<file path="config.mk">
export PLATFORM = sky130hd
export DESIGN_NAME = bus_route_select
export DESIGN_NICKNAME = d
export VERILOG_FILES = /design/src/addr_map_pkg.sv /design/src/axi_pkg.sv /design/src/route_if.sv /design/src/addr_decoder.sv /design/src/bus_route_select.sv /design/src/request_capture.sv /design/src/route_control.sv /design/src/transfer_tracker.sv
export SDC_FILE = /design/constraint.sdc
export NUM_CORES = 1
export LEC_CHECK = 0
export ABC_AREA = 1
export BUFFER_PORTS_ARGS = -buffer_cell sky130_fd_sc_hd__buf_2
export CAP_MARGIN = 0
export CORE_UTILIZATION = 39
export DETAILED_ROUTE_END_ITERATION = 6
export PLACE_DENSITY = 0.82
export SLEW_MARGIN = 20
export SYNTH_ARGS = -nofsm -noshare
export SYNTH_HDL_FRONTEND = slang
export SYNTH_SLANG_ARGS = --single-unit
</file>
<file path="constraint.sdc">
create_clock -name ACLK -period 1.7 [get_ports ACLK]
set_clock_uncertainty 0.1 [all_clocks]
set_input_delay 0.085 -clock ACLK [delete_from_list [all_inputs] [get_ports ACLK]]
set_output_delay 0.085 -clock ACLK [all_outputs]
set_load 0.01 [all_outputs]
</file>
<file path="src/addr_map_pkg.sv">
package addr_map_pkg;

    // Slave numbers, NONE is the default slave
    typedef enum logic [3:0] {
        ROM   = 4'd0,
        IM    = 4'd1,
        DM    = 4'd2,
        SCTRL = 4'd3,
        WDT   = 4'd4,
        DRAM  = 4'd5,
        EPU   = 4'd6,
        DMA   = 4'd7,
        NONE  = 4'd8
    } slave_e;

    parameter int NUM_REGIONS = 8;
    parameter int TAG_BITS    = 16;   // Upper address bits looked at

    // Region base per slave, indexed by slave number
    parameter logic [TAG_BITS-1:0] REGION_BASE [NUM_REGIONS] = '{
        16'h0000, 16'h0001, 16'h0002, 16'h1000,
        16'h1001, 16'h2000, 16'h0010, 16'h0003
    };

    // Which tag bits take part in the compare
    parameter logic [TAG_BITS-1:0] REGION_MASK [NUM_REGIONS] = '{
        16'hFFFF, 16'hFFFF, 16'hFFFF, 16'hFFFF,
        16'hFFFF, 16'hFF00, 16'hFFFF, 16'hFFFF   // DRAM spans 0x20xx_xxxx
    };

endpackage

</file>
<file path="src/axi_pkg.sv">
package axi_pkg;

    // Bus field widths
    parameter int ADDR_BITS = 32;
    parameter int LEN_BITS  = 4;    // ARLEN, beats minus one

    // Masters on the interconnect
    parameter int NUM_MASTERS = 3;
    parameter int MASTER_BITS = 2;

    // M0 is the instruction fetch port, M1 and M2 also write
    typedef enum logic [MASTER_BITS-1:0] {
        M0 = 2'd0,
        M1 = 2'd1,
        M2 = 2'd2
    } master_e;

endpackage

</file>
<file path="src/route_if.sv">
`timescale 1ns/1ps

interface route_if;

    // Read side grant
    logic             rd_load;     // Pulse, grant taken this cycle
    axi_pkg::master_e rd_master;
    logic             rd_active;   // Level while grant is held
    logic             rd_done;     // Pulse on last read beat

    // Write side grant
    logic             wr_load;
    axi_pkg::master_e wr_master;
    logic             wr_active;
    logic             wr_done;     // Pulse on B handshake

    modport ctrl (
        output rd_load,
        output rd_master,
        output rd_active,
        output wr_load,
        output wr_master,
        output wr_active,
        input  rd_done,
        input  wr_done
    );

    // Capture and tracking blocks
    modport data (
        input  rd_load,
        input  rd_master,
        input  rd_active,
        input  wr_load,
        input  wr_master,
        input  wr_active,
        output rd_done,
        output wr_done
    );

endinterface

</file>
<file path="src/addr_decoder.sv">
`timescale 1ns/1ps

module addr_decoder (
    input  logic [axi_pkg::ADDR_BITS-1:0] addr,
    output addr_map_pkg::slave_e          slave
);

    logic [addr_map_pkg::TAG_BITS-1:0] tag;

    assign tag = addr[axi_pkg::ADDR_BITS-1 -: addr_map_pkg::TAG_BITS];

    // Unmatched addresses fall to the default slave
    always_comb begin
        slave = addr_map_pkg::NONE;
        for (int i = addr_map_pkg::NUM_REGIONS - 1; i >= 0; i--) begin
            if ((tag & addr_map_pkg::REGION_MASK[i]) == addr_map_pkg::REGION_BASE[i]) begin
                slave = addr_map_pkg::slave_e'(4'(i));   // Lowest region wins
            end
        end
    end

endmodule

</file>
<file path="src/bus_route_select.sv">
`timescale 1ns/1ps

module bus_route_select #(
    parameter int NUM_MASTERS = axi_pkg::NUM_MASTERS
) (
    input  logic                                            ACLK,
    input  logic                                            ARESETn,
    // Read address and data, per master
    input  logic [NUM_MASTERS-1:0]                          arvalid,
    input  logic [NUM_MASTERS-1:0][axi_pkg::ADDR_BITS-1:0] araddr,
    input  logic [NUM_MASTERS-1:0][axi_pkg::LEN_BITS-1:0]  arlen,
    input  logic [NUM_MASTERS-1:0]                          rvalid,
    input  logic [NUM_MASTERS-1:0]                          rready,
    input  logic [NUM_MASTERS-1:0]                          rlast,
    // Write address and response, M1 and M2
    input  logic [1:0]                                      awvalid,
    input  logic [1:0][axi_pkg::ADDR_BITS-1:0]             awaddr,
    input  logic [1:0]                                      bvalid,
    input  logic [1:0]                                      bready,
    // Route selection
    output logic                                            rd_grant,
    output axi_pkg::master_e                                rd_master,
    output addr_map_pkg::slave_e                            rd_slave,
    output logic                                            wr_grant,
    output axi_pkg::master_e                                wr_master,
    output addr_map_pkg::slave_e                            wr_slave,
    output logic                                            rd_len_error
);

    logic [axi_pkg::ADDR_BITS-1:0] rd_addr;
    logic [axi_pkg::ADDR_BITS-1:0] wr_addr;
    logic [axi_pkg::LEN_BITS-1:0]  rd_len;

    route_if i_route ();

    route_control #(.NUM_MASTERS(NUM_MASTERS)) i_control (
        .ACLK     (ACLK),
        .ARESETn  (ARESETn),
        .arvalid  (arvalid),
        .awvalid  (awvalid),
        .ctl      (i_route.ctrl),
        .rd_grant (rd_grant),
        .wr_grant (wr_grant)
    );

    request_capture #(.NUM_MASTERS(NUM_MASTERS)) i_capture (
        .ACLK    (ACLK),
        .ARESETn (ARESETn),
        .araddr  (araddr),
        .arlen   (arlen),
        .awaddr  (awaddr),
        .cap     (i_route.data),
        .rd_addr (rd_addr),
        .rd_len  (rd_len),
        .wr_addr (wr_addr)
    );

    transfer_tracker #(.NUM_MASTERS(NUM_MASTERS)) i_tracker (
        .ACLK         (ACLK),
        .ARESETn      (ARESETn),
        .rvalid       (rvalid),
        .rready       (rready),
        .rlast        (rlast),
        .bvalid       (bvalid),
        .bready       (bready),
        .rd_len       (rd_len),
        .trk          (i_route.data),
        .rd_len_error (rd_len_error)
    );

    // Slave numbers follow the captured addresses
    addr_decoder i_rd_decoder (
        .addr  (rd_addr),
        .slave (rd_slave)
    );

    addr_decoder i_wr_decoder (
        .addr  (wr_addr),
        .slave (wr_slave)
    );

    assign rd_master = i_route.rd_master;
    assign wr_master = i_route.wr_master;

endmodule

</file>
<file path="src/request_capture.sv">
`timescale 1ns/1ps

module request_capture #(
    parameter int NUM_MASTERS = axi_pkg::NUM_MASTERS
) (
    input  logic                                             ACLK,
    input  logic                                             ARESETn,
    input  logic [NUM_MASTERS-1:0][axi_pkg::ADDR_BITS-1:0]  araddr,
    input  logic [NUM_MASTERS-1:0][axi_pkg::LEN_BITS-1:0]   arlen,
    input  logic [1:0][axi_pkg::ADDR_BITS-1:0]              awaddr,   // M1, M2
    route_if.data                                            cap,
    output logic [axi_pkg::ADDR_BITS-1:0]                   rd_addr,
    output logic [axi_pkg::LEN_BITS-1:0]                    rd_len,
    output logic [axi_pkg::ADDR_BITS-1:0]                   wr_addr
);

    logic [axi_pkg::ADDR_BITS-1:0] rd_addr_sel;
    logic [axi_pkg::LEN_BITS-1:0]  rd_len_sel;
    logic [axi_pkg::ADDR_BITS-1:0] wr_addr_sel;

    // Arriving master's request
    assign rd_addr_sel = araddr[cap.rd_master];
    assign rd_len_sel  = arlen[cap.rd_master];

    // Write masters sit one index below their master number
    assign wr_addr_sel = (cap.wr_master == axi_pkg::M2) ? awaddr[1] : awaddr[0];

    always_ff @(posedge ACLK) begin
        if (!ARESETn) begin
            rd_addr <= '0;
            rd_len  <= '0;
        end else if (cap.rd_load) begin
            rd_addr <= rd_addr_sel;
            rd_len  <= rd_len_sel;
        end
    end

    always_ff @(posedge ACLK) begin
        if (!ARESETn) begin
            wr_addr <= '0;
        end else if (cap.wr_load) begin
            wr_addr <= wr_addr_sel;      // Held for the whole write grant
        end
    end

endmodule

</file>
<file path="src/route_control.sv">
`timescale 1ns/1ps

module route_control #(
    parameter int NUM_MASTERS = axi_pkg::NUM_MASTERS
) (
    input  logic                   ACLK,
    input  logic                   ARESETn,
    input  logic [NUM_MASTERS-1:0] arvalid,
    input  logic [1:0]             awvalid,   // Bit 0 is M1, bit 1 is M2
    route_if.ctrl                  ctl,
    output logic                   rd_grant,
    output logic                   wr_grant
);

    // Held read state carries the owner in its low bits
    typedef enum logic [2:0] {
        RD_IDLE = 3'b000,
        RD_M0   = 3'b100,
        RD_M1   = 3'b101,
        RD_M2   = 3'b110
    } rd_state_e;

    typedef enum logic [1:0] {
        WR_IDLE = 2'd0,
        WR_M1   = 2'd1,
        WR_M2   = 2'd2
    } wr_state_e;

    rd_state_e        rd_state;
    wr_state_e        wr_state;
    axi_pkg::master_e rd_pick;
    logic             rd_pick_ok;
    logic             rd_shared;     // Read owned by a master that also writes
    logic             wr_pick_ok;

    // Fixed priority, lowest index wins. M0 is never blocked
    always_comb begin
        rd_pick    = axi_pkg::M0;
        rd_pick_ok = 1'b0;
        for (int i = NUM_MASTERS - 1; i >= 0; i--) begin
            if (arvalid[i] && (i == 0 || wr_state == WR_IDLE)) begin
                rd_pick    = axi_pkg::master_e'(2'(i));
                rd_pick_ok = 1'b1;
            end
        end
    end

    assign ctl.rd_load = (rd_state == RD_IDLE) && rd_pick_ok;

    // Writes wait while M1 or M2 holds or takes the read side
    assign rd_shared  = (rd_state != RD_IDLE && rd_state != RD_M0) ||
                        (ctl.rd_load && rd_pick != axi_pkg::M0);
    assign wr_pick_ok = (|awvalid) && !rd_shared;

    assign ctl.wr_load = (wr_state == WR_IDLE) && wr_pick_ok;

    // While idle the master follows the pick so capture can select by it
    assign ctl.rd_master = (rd_state == RD_IDLE) ? rd_pick
                                                 : axi_pkg::master_e'(rd_state[1:0]);

    always_comb begin
        if (wr_state == WR_IDLE) begin
            ctl.wr_master = awvalid[0] ? axi_pkg::M1 : axi_pkg::M2;   // M1 first
        end else begin
            ctl.wr_master = (wr_state == WR_M2) ? axi_pkg::M2 : axi_pkg::M1;
        end
    end

    assign ctl.rd_active = (rd_state != RD_IDLE);
    assign ctl.wr_active = (wr_state != WR_IDLE);
    assign rd_grant      = ctl.rd_active;
    assign wr_grant      = ctl.wr_active;

    always_ff @(posedge ACLK) begin
        if (!ARESETn) begin
            rd_state <= RD_IDLE;
            wr_state <= WR_IDLE;
        end else begin
            if (ctl.rd_load) begin
                rd_state <= rd_state_e'({1'b1, rd_pick});
            end else if (ctl.rd_done) begin
                rd_state <= RD_IDLE;    // Free again next cycle
            end

            if (ctl.wr_load) begin
                wr_state <= (ctl.wr_master == axi_pkg::M1) ? WR_M1 : WR_M2;
            end else if (ctl.wr_done) begin
                wr_state <= WR_IDLE;
            end
        end
    end

endmodule

</file>
<file path="src/transfer_tracker.sv">
`timescale 1ns/1ps

module transfer_tracker #(
    parameter int NUM_MASTERS = axi_pkg::NUM_MASTERS
) (
    input  logic                          ACLK,
    input  logic                          ARESETn,
    input  logic [NUM_MASTERS-1:0]        rvalid,
    input  logic [NUM_MASTERS-1:0]        rready,
    input  logic [NUM_MASTERS-1:0]        rlast,
    input  logic [1:0]                    bvalid,   // M1, M2
    input  logic [1:0]                    bready,
    input  logic [axi_pkg::LEN_BITS-1:0]  rd_len,
    route_if.data                         trk,
    output logic                          rd_len_error
);

    logic                         load_q;      // rd_len is valid this cycle
    logic [axi_pkg::LEN_BITS-1:0] beats_cnt;
    logic [axi_pkg::LEN_BITS-1:0] beats_left;
    logic                         rd_beat;
    logic                         last_beat;
    logic                         count_end;
    logic                         wr_sel;

    // Captured length arrives one cycle after the load pulse
    assign beats_left = load_q ? rd_len : beats_cnt;

    assign rd_beat   = trk.rd_active && rvalid[trk.rd_master] && rready[trk.rd_master];
    assign last_beat = rlast[trk.rd_master];
    assign count_end = (beats_left == '0);

    assign trk.rd_done = rd_beat && last_beat;   // Early RLAST still ends it

    assign wr_sel      = (trk.wr_master == axi_pkg::M2);
    assign trk.wr_done = trk.wr_active && bvalid[wr_sel] && bready[wr_sel];

    always_ff @(posedge ACLK) begin
        if (!ARESETn) begin
            load_q       <= 1'b0;
            beats_cnt    <= '0;
            rd_len_error <= 1'b0;
        end else begin
            load_q       <= trk.rd_load;
            rd_len_error <= rd_beat && (last_beat != count_end);

            // Overrun beats leave the count parked at zero
            if (rd_beat && !count_end) begin
                beats_cnt <= beats_left - 1'b1;
            end else begin
                beats_cnt <= beats_left;
            end
        end
    end

endmodule

</file>
After elaboration in Yosys (flattened, before gate mapping)
Cells that the tools add are included.

word-level totals
  flip-flop bits (word level) = 79
  logic and storage cells = 106
  output and inout bits = 15
  input port bits = 192

cells by class
  reductions and logical operators = 28
  $add $sub $neg = 1
  equal/unequal tests = 19
  $lt $le $gt $ge = 2
  mux-type cells = 48

operators by type and width
  cell                  count
  $mux 4                19
  $bmux 32 s2           1
  $eq 16x13->1 const B  4
  $eq 16x2->1 const B   4
  $mux 32               2
  $eq 16x1->1 const B   2
  $eq 16x5->1 const B   2
  $logic_not 16->1      2
  $mux 2                10
  $eq 8x6->1 const B    2
  $logic_and 1x1->1     14
  $mux 1                10
  $bmux 4 s2            1
  $reduce_bool 2->1     4
  $bmux 1 s2            3
  $mux 3                2
  $eq 2x2->1 const B    2
  $logic_not 4->1       1
  $sub 4x1->4 const B   1
  $logic_not 3->1       1
  $lt 2x3->1 const B    1
  $ne 3x3->1 const B    1
  $reduce_bool 3->1     1
  $eq 2x1->1 const B    1
  other kinds (6)       7

Logic depth before layout (Yosys ltp)
Gate-level depths: netlist of run 1.

  depth in word-level cells = 13
  depth in mapped cells = 13
  gate-level depth less buffers = 13

Worst setup path after synthesis of run 1
No wires, ideal clock.

  kind = register to register
  start = register i_tracker.load_q
  end = register i_tracker.beats_cnt[0] (netlist bit)
  buffers on the path = 1
  setup slack = -0.042 ns
  library setup time = 0.132 ns
  arrival time = 1.510 ns
  cell stages (with the launch flop) = 12
  required time = 1.468 ns
  clock period less this slack = 1.742 ns
  cells stage by stage = dfxtp_1 -> buf_2 -> o21a_1 -> inv_1 -> ha_1 -> inv_1 -> nor3_1 -> inv_1 -> nand2_2 -> clkinv_2 -> nand2_1 -> a21oi_2

between the ends
  cells in the longest elaborated chain, start to end = 5
  elaborated cells on any way between the ends = 6
  classes of those cells = add/sub: 1; mux: 2; reduce/logical: 3

RTL lines
  what                                                 RTL line                RTL
  start: declaration                                   transfer_tracker.sv:18  logic load_q;
  start signal: assignment                             transfer_tracker.sv:44  load_q <= trk.rd_load;
  $mux 4 *                                             transfer_tracker.sv:27  assign beats_left = load_q ? rd_len : beats_cnt;
  branches (longest 3 deep; another with $sub 4x1->4)  --
  $mux 4 *                                             transfer_tracker.sv:48  if (rd_beat && !count_end) begin
  end signal: assignment                               transfer_tracker.sv:49  beats_cnt <= beats_left - 1'b1;
  end signal: assignment                               transfer_tracker.sv:51  beats_cnt <= beats_left;
  end: declaration                                     transfer_tracker.sv:19  logic [axi_pkg::LEN_BITS-1:0] beats_cnt;

Every way passes the cells marked *.
A chain may end at the register's enable or synchronous reset.

Final worst setup path of run 1
  start = register i_capture.rd_addr[22] (netlist bit)
  end = output port rd_slave[3]

between the ends
  cells in the longest elaborated chain, start to end = 9
  elaborated cells on any way between the ends = 15
  classes of those cells = eq/ne: 6; mux: 8; reduce/logical: 1

RTL lines
  what                      RTL line                RTL
  start: declaration        request_capture.sv:12   output logic [axi_pkg::ADDR_BITS-1:0] rd_addr,
  start signal: assignment  request_capture.sv:33   rd_addr <= rd_addr_sel;
  $eq 16x2->1               addr_decoder.sv:16      if ((tag & addr_map_pkg::REGION_MASK[i]) == addr_map_pkg::REGION_BASE[i]) begin
  $mux 4 (7 in a row)       addr_decoder.sv:16
  $mux 4 *                  addr_decoder.sv:16
  end: declaration          bus_route_select.sv:23  output addr_map_pkg::slave_e rd_slave,

Mark *: on every way between the ends. The rest lies on a longest branch, timed or not.

==> results of run 1 <==
routing by layer:
layer,GRT usage (%),up-vias,share of wire [%],wire length [um]
met5,0,-,0.11,13
met4,5.34,2,3.6,444
met3,3.28,52,7.6,945
met2,42.1,220,52,6390
met1,26.5,1871,37,4580
li1,-,1987,-,-
synthesized netlist by cell type, drive strengths merged:
library cell,n,area share [%]
or2,1,0.20
o31ai,1,0.24
o21ai,43,6.9
nand3,17,2.8
nor2,55,7.5
o2111ai,1,0.28
clkbuf,9,1.1
buf,13,3.1
xor2,2,0.55
nor3,5,0.79
nand4,8,1.6
a21oi,69,13
ha,1,0.39
dfxtp,47,30
o21a,1,0.24
nand2,152,20
clkinv,3,0.55
inv,73,8.6
nor4,7,2.0
or3,1,0.20
cell usage in the layout, fill, tap and decap left out, types with 3 or more instances in the layout:
cell	n
clkinv_8	3
inv_1	56
nand2_8	5
nor2_1	45
dfxtp_4	6
a21oi_1	22
nand3_2	8
o21ai_1	19
a21oi_2	41
o21ai_0	19
nand2_1	98
inv_8	3
nor4_4	3
nor4_2	3
clkbuf_8	6
inv_4	4
nand3_1	7
buf_2	122
dlygate4sd3_1	6
a21oi_4	6
buf_4	30
inv_2	10
nor2_2	4
clkbuf_16	6
buf_12	9
nand2_4	26
nand2_2	24
nand4_1	8
nor2_4	5
o21ai_2	4
buf_6	17
dfxtp_2	8
dfxtp_1	33
cell families (layout without fill, tap and decap cells):
| kind of cell | after synthesis | count (layout) | synth area share (%) |
|---|---|---|---|
| compound gates | 115 | 115 | 20.7 |
| fa+ha+maj | 1 | 1 | 0.393 |
| flops | 47 | 47 | 29.5 |
| simple gates | 246 | 247 | 35.5 |
| xor+xnor | 2 | 2 | 0.550 |
| buf+inv | 98 | 282 | 13.3 |
worst min path at each step:
stage | slack, ns | to | from | cells after the start
finish | 0.006 | i_capture.rd_addr[17] | araddr[81] | 5
global route | 0.01 | i_capture.rd_addr[30] | araddr[94] | 5
CTS | 0.001 | i_capture.rd_addr[24] | araddr[88] | 5
detailed placement | 0.28 | i_tracker.beats_cnt[1] | ARESETn | 3
global placement | 0.27 | i_tracker.beats_cnt[1] | ARESETn | 3
floorplan | 0.12 | i_tracker.beats_cnt[1] | ARESETn | 2
power by group:
group,switching [W],internal [W],total (W)
clock,0.000410,0.000485,0.000895
sequential,0.000373,0.00156,0.00193
combinational,0.00428,0.00352,0.00780
tightest hold or removal path: stages:
cell	delay, ns
buf_2	0.11
a21oi_4	0.06
o21ai_2	0.05
nand2_1	0.04
inv_1	0.05
area by class of cell:
type,count,area (um2)
Sequential cell,47,973
Fill cell,562,2280
Inverter,76,338
Timing Repair Buffer,193,1490
Clock inverter,2,38.8
Multi-Input combinational cell,365,2420
Timing Repair inverter,5,53.8
Tap cell,102,128
Clock buffer,6,82.6
sequential cells by signal, summed over array words and instances, names as in the netlist:
signal and flops:
i_control.rd_state 3, i_tracker.rd_len_error 1, i_control.wr_state 2, i_tracker.load_q 1, i_capture.rd_addr 16, i_capture.wr_addr 16, i_tracker.beats_cnt 4, i_capture.rd_len 4
what timing repair did:
item / 4_1_cts / 5_1_grt
cloned: 4 / 10
setup buffers: 13 / 18
resized for setup: 68 / 145
hold buffers: 6 / 0
hold endpoints to repair: 7 / 0
pin swaps: 22 / 44
setup endpoints to repair: 40 / 57
stage by stage:
stage,utilization [%],instances,setup WS (ns),total power (W),hold slack (ns)
2_1_floorplan,-,509,0.0265,0.00494,0.121
3_3_place_gp,51.5,737,-0.0641,0.00598,0.271
3_5_place_dp,51.5,737,-0.128,0.00619,0.277
4_1_cts,59.5,768,-0.248,0.00817,0.00140
5_1_grt,70.8,796,-0.387,0.0113,0.0104
6_report,70.8,796,-0.300,0.0106,0.00626
==> flow_metrics.env, run 1 <==
export IMPL_avgSynthCellArea_um2=6.26
export IMPL_startpoint="i_capture.rd_addr[22]"
export IMPL_cp_top_family="simple AND/OR/NAND/NOR gates"
export IMPL_drt_total_wl_mm=12.4
export IMPL_root_buffer="clkbuf_8"
export IMPL_die_w_um=92.4
export IMPL_vias=4132
export IMPL_ant_nets=0
export IMPL_final_cell_area_um2=5530
export IMPL_ys_types=38
export IMPL_syn_inst=509
export IMPL_slowest_stage="dfxtp_1"
export IMPL_max_stage_delay_ns=0.33
export IMPL_rsz0062_at_grt="yes"
export IMPL_period_minus_slack_ns=2.00
export IMPL_post_dp_cell_area_um2=4020
export IMPL_post_route_period_util_pct=118
export IMPL_die_h_um=92.4
export IMPL_cts_path_max_buffers=2
export IMPL_wl_per_cell_um=15.5
export IMPL_core_um2=7810
export IMPL_setup_tns_ns=-6.99
export IMPL_reg2regPathDepth=11
export IMPL_slew_headroom_pct=67.6
export IMPL_clock_sinks=47
export IMPL_irDropWorstVdd_uv=845
export IMPL_start_util_pct=40.8
export IMPL_diodes=0
export IMPL_cp_endpoint="rd_slave[3]"
export IMPL_path_cells="nor2_1 > nand2_1 > nor2_1 > inv_1 > nor4_2 > a21oi_1 > nand2_2 > nor2_1 > buf_2"
export IMPL_cts_buffers=5
export IMPL_ys_ff_latch=47
export IMPL_critPathKind="reg -> out"
export IMPL_yosysSeqAreaShare_pct=29.5
export IMPL_power_static_leakage_nw=2.77
export IMPL_crit_path_start_kind="flop"
export IMPL_tightest_slew_ns=0.486
export IMPL_cp_data_required_time_ns=1.51
export IMPL_final_hold_viol_count=0
export IMPL_cp_arrival_ns=1.82
export IMPL_die_area_um2=8530
export IMPL_grt_pass1_vias=3576
export IMPL_cp_common_cell="nor2_1"
export IMPL_r2r_start="i_control.wr_state[1]"
export IMPL_viasPerCell=5.19
export IMPL_clk_pin_slew_worst_paths_ns=0.11
export IMPL_fin_ws_ns=-0.300
export IMPL_setup_viol=54
export IMPL_drt_iter0_markers=221
export IMPL_r2r_setup_slack_ns=-0.20
export IMPL_endpoint_kind="output pin"
export IMPL_netlist_area_um2=3180
export IMPL_rows=32
export IMPL_antenna_found_initial=1
export IMPL_hp_class="in -> reg"
export IMPL_grt_overflow_total=0
export IMPL_slew_violations=0
export IMPL_io_buffer_count=126
export IMPL_worstPathMaxFanout=2
export IMPL_drc=0
export IMPL_grt_use_total_pct=22.4
export IMPL_worst_r2r_endpoint="i_capture.rd_addr[29]"
export IMPL_path_buf_inv=2
export IMPL_cp_depth=9
export IMPL_yosysWarnings=0
export IMPL_grt_pass1_wl_mm=15.6
export IMPL_powerDensity_nw_per_um2=1920
export IMPL_syn_nets=702
export IMPL_fmax_mhz=500
export IMPL_finalNetCount=886
export IMPL_clk_latency_ns=0.31
export IMPL_drive_gt1_share_pct=53.6
export IMPL_cts_tree="yes"
export IMPL_drv_cap=0
export IMPL_violations="negative setup slack"
export IMPL_cts_htree_levels=2
export IMPL_place_congestion=0.841
export IMPL_grt_max_degree=25
export IMPL_status="finished, violations left"
export IMPL_dp_hpwl_mm=6.60
export IMPL_io_pins=207
export IMPL_syn2layout_area_growth_pct=73.7
export IMPL_first_pass_iters=5
Power figures use the tool's default switching activity.
==> inputs of run 2 (changes only) <==
ABC_AREA = default   (was 1)
CORE_UTILIZATION = 37   (was 39)
PLACE_DENSITY = 0.81   (was 0.82)
==> run 2 against run 1 <==
The run still ends with negative setup slack left. Power down 33%. Die area down 7.2%. Critical path depth unchanged. Flip-flop and latch count unchanged. First-iteration DRC count down 50%. Critical path type is now reg -> reg. Largest cell class unchanged. Largest power group unchanged.
==> flow_metrics.env, run 2 <==
export IMPL_finalNetCount=720
export IMPL_synth_top_area_share_pct=33.6
export IMPL_slowest_stage="dfxtp_2"
export IMPL_diodes=0
export IMPL_drive_gt1_share_pct=54.4
export IMPL_period_minus_slack_ns=2.10
export IMPL_cp_data_required_time_ns=1.80
export IMPL_worstPathMaxFanout=5
export IMPL_fmax_mhz=476
export IMPL_rows=31
export IMPL_final_cell_area_um2=4960
export IMPL_clk_pin_slew_worst_paths_ns=0.10
export IMPL_synth_edf_count=0
export IMPL_irDropWorstVdd_uv=681
export IMPL_ys_ff_latch=47
export IMPL_max_stage_delay_ns=0.35
export IMPL_hp_class="in -> reg"
export IMPL_grt_overflow_total=0
export IMPL_clock_sinks=47
export IMPL_final_hold_viol_count=0
export IMPL_path_cells="nor4_4 > a31oi_4 > inv_4 > buf_12 > buf_8 > buf_12 > mux2i_1 > a2bb2oi_1 > a21oi_1"
export IMPL_grt_max_degree=43
export IMPL_cts_buffers=5
export IMPL_tightest_slew_ns=0.325
export IMPL_final_util_pct=68.0
export IMPL_clk_latency_ns=0.31
export IMPL_cts_htree_levels=2
export IMPL_yosysWarnings=0
export IMPL_drv_cap=0
export IMPL_cts_tree="yes"
export IMPL_place_congestion=0.807
export IMPL_endpoint_kind="flop"
export IMPL_yosysSeqAreaShare_pct=33.6
export IMPL_yosys_area_top_type="dfxtp_1"
export IMPL_syn_nets=522
export IMPL_rsz0062_at_grt="yes"
export IMPL_netlist_area_um2=2800
export IMPL_wl_per_cell_um=17.1
export IMPL_status="finished, violations left"
export IMPL_die_area_um2=7920
export IMPL_antenna_found_initial=0
export IMPL_drc=0
export IMPL_power_w=0.00709
export IMPL_root_buffer="clkbuf_8"
export IMPL_drt_total_wl_mm=10.7
export IMPL_fin_ws_ns=-0.402
export IMPL_layout_commonest_cell="buf_2"
export IMPL_powerDensity_nw_per_um2=1430
export IMPL_die_w_um=89.0
export IMPL_synth_common_cells="dfxtp_1, mux2i_1, a21oi_1, o21ai_0, nand2_1"
export IMPL_cp_arrival_ns=2.20
export IMPL_first_pass_iters=4
export IMPL_power_static_leakage_nw=2.31
export IMPL_final_seq_area_um2=968
export IMPL_synth_area_top_cells="dfxtp_1, mux2i_1, a2bb2oi_1, a21oi_1, o211a_1"
export IMPL_grt_use_total_pct=23.9
export IMPL_slew_violations=0
export IMPL_avgSynthCellArea_um2=8.51
export IMPL_final_cell_mix="buf_2, dfxtp_1, buf_4"
export IMPL_multi_input_area_um2=2120
export IMPL_start_util_pct=38.4
export IMPL_critPathKind="reg -> reg"
export IMPL_synth_async_reset_ratio_pct=0
export IMPL_post_dp_cell_area_um2=3830
export IMPL_syn_inst=329
export IMPL_syn2layout_area_growth_pct=77.2
export IMPL_setup_viol=53
export IMPL_cp_common_cell="buf_12"
export IMPL_fill_cells=544
export IMPL_synthFlopType="dfxtp_1"
export IMPL_slew_headroom_pct=78.1
export IMPL_vias=3421
export IMPL_core_um2=7290
export IMPL_viasPerCell=5.46
export IMPL_reg_top3="i_capture.rd_addr: 16 flops, i_capture.wr_addr: 16 flops"
export IMPL_io_pins=207
export IMPL_ys_types=46
export IMPL_die_h_um=89.0
export IMPL_ant_nets=0
export IMPL_drt_iter0_markers=111
export IMPL_violations="negative setup slack"
export IMPL_crit_path_start_kind="flop"
export IMPL_io_buffer_count=126
export IMPL_dp_hpwl_mm=5.84
export IMPL_grt_pass1_wl_mm=14.5
export IMPL_yosys_cell_count_top_type="dfxtp_1"
export IMPL_post_route_period_util_pct=124
export IMPL_cts_path_max_buffers=2
export IMPL_grt_pass1_vias=3252
==> run 2: what timing repair did <==
action                     4_1_cts  5_1_grt
buffers inserted                20       10
resized for setup               55       76
cloned                           4        3
hold buffers                    20        0
setup endpoints to repair       55       58
hold endpoints to repair        20        0
pin swaps                       29       31
==> run 2: worst max-delay path, delay by kind of cell, from the launching register on <==
family | cells | cell delay [ns]
AO/OA/AOI/OAI | 3 | 0.53
buffers and inverters | 4 | 0.47
flip-flops | 1 | 0.35
AND/OR/NAND/NOR | 1 | 0.34
multiplexers | 1 | 0.19
==> run 2: area by class of cell <==
class                      instances  share of cell area (%)
sequential                        47                    19.5
tap                               99                    2.50
clock buffer                       5                    1.39
timing repair buffer             214                    32.6
inverter                          10                   0.807
clock inverter                     3                   0.479
multi-input combinational        249                    42.7
==> run 2: report_power, final <==
| group | internal [W] | leakage, nW | switching [W] | total, W |
|---|---|---|---|---|
| Clock | 0.000295 | 0.0408 | 0.000423 | 0.000718 |
| Sequential | 0.00152 | 0.394 | 0.000379 | 0.00190 |
| Combinational | 0.00239 | 1.87 | 0.00209 | 0.00447 |
| Total | 0.00420 | 2.31 | 0.00289 | 0.00709 |
==> run 2: worst paths after layout <==
kind / start / end / slack, ns / cells past startpoint
setup reg to reg: i_control.rd_state[2] / i_capture.rd_addr[24] / -0.40 / 9
hold / removal: awaddr[23] / i_capture.wr_addr[23] / 0.03 / 4
setup / recovery: i_control.rd_state[2] / i_capture.rd_addr[24] / -0.40 / 9
hold reg to reg: i_capture.wr_addr[24] / i_capture.wr_addr[24] / 0.41 / 1
==> run 2: logic make-up (layout without fill, tap and decap cells) <==
group | count (synthesis) | in the layout | synth area share, %
compound gates | 120 | 120 | 29.0
simple gates | 86 | 86 | 16.9
xor+xnor | 1 | 1 | 0.313
buf+inv | 33 | 232 | 5.09
fa+ha+maj | 1 | 1 | 0.447
mux | 41 | 41 | 14.7
flops | 47 | 47 | 33.6
==> run 2: per-layer routing <==
| layer | GRT usage [%] | routed length [um] | vias to the layer above |
|---|---|---|---|
| met5 | 0 | 0 | - |
| met4 | 9.52 | 389 | 0 |
| met3 | 5.91 | 694 | 34 |
| met2 | 46.1 | 5570 | 171 |
| met1 | 24.6 | 4070 | 1603 |
| li1 | - | - | 1613 |
==> run 2: stage by stage <==
stage | hold slack, ns | setup TNS [ns] | setup WS (ns) | instances
global placement | 0.259 | -5.91 | -0.187 | 567
floorplan | 0.159 | -0.466 | -0.166 | 329
finish | 0.0253 | -10.27 | -0.402 | 627
detailed placement | 0.263 | -6.58 | -0.269 | 567
global route | 0.0250 | -13.79 | -0.460 | 627
CTS | 0.0182 | -7.61 | -0.299 | 618
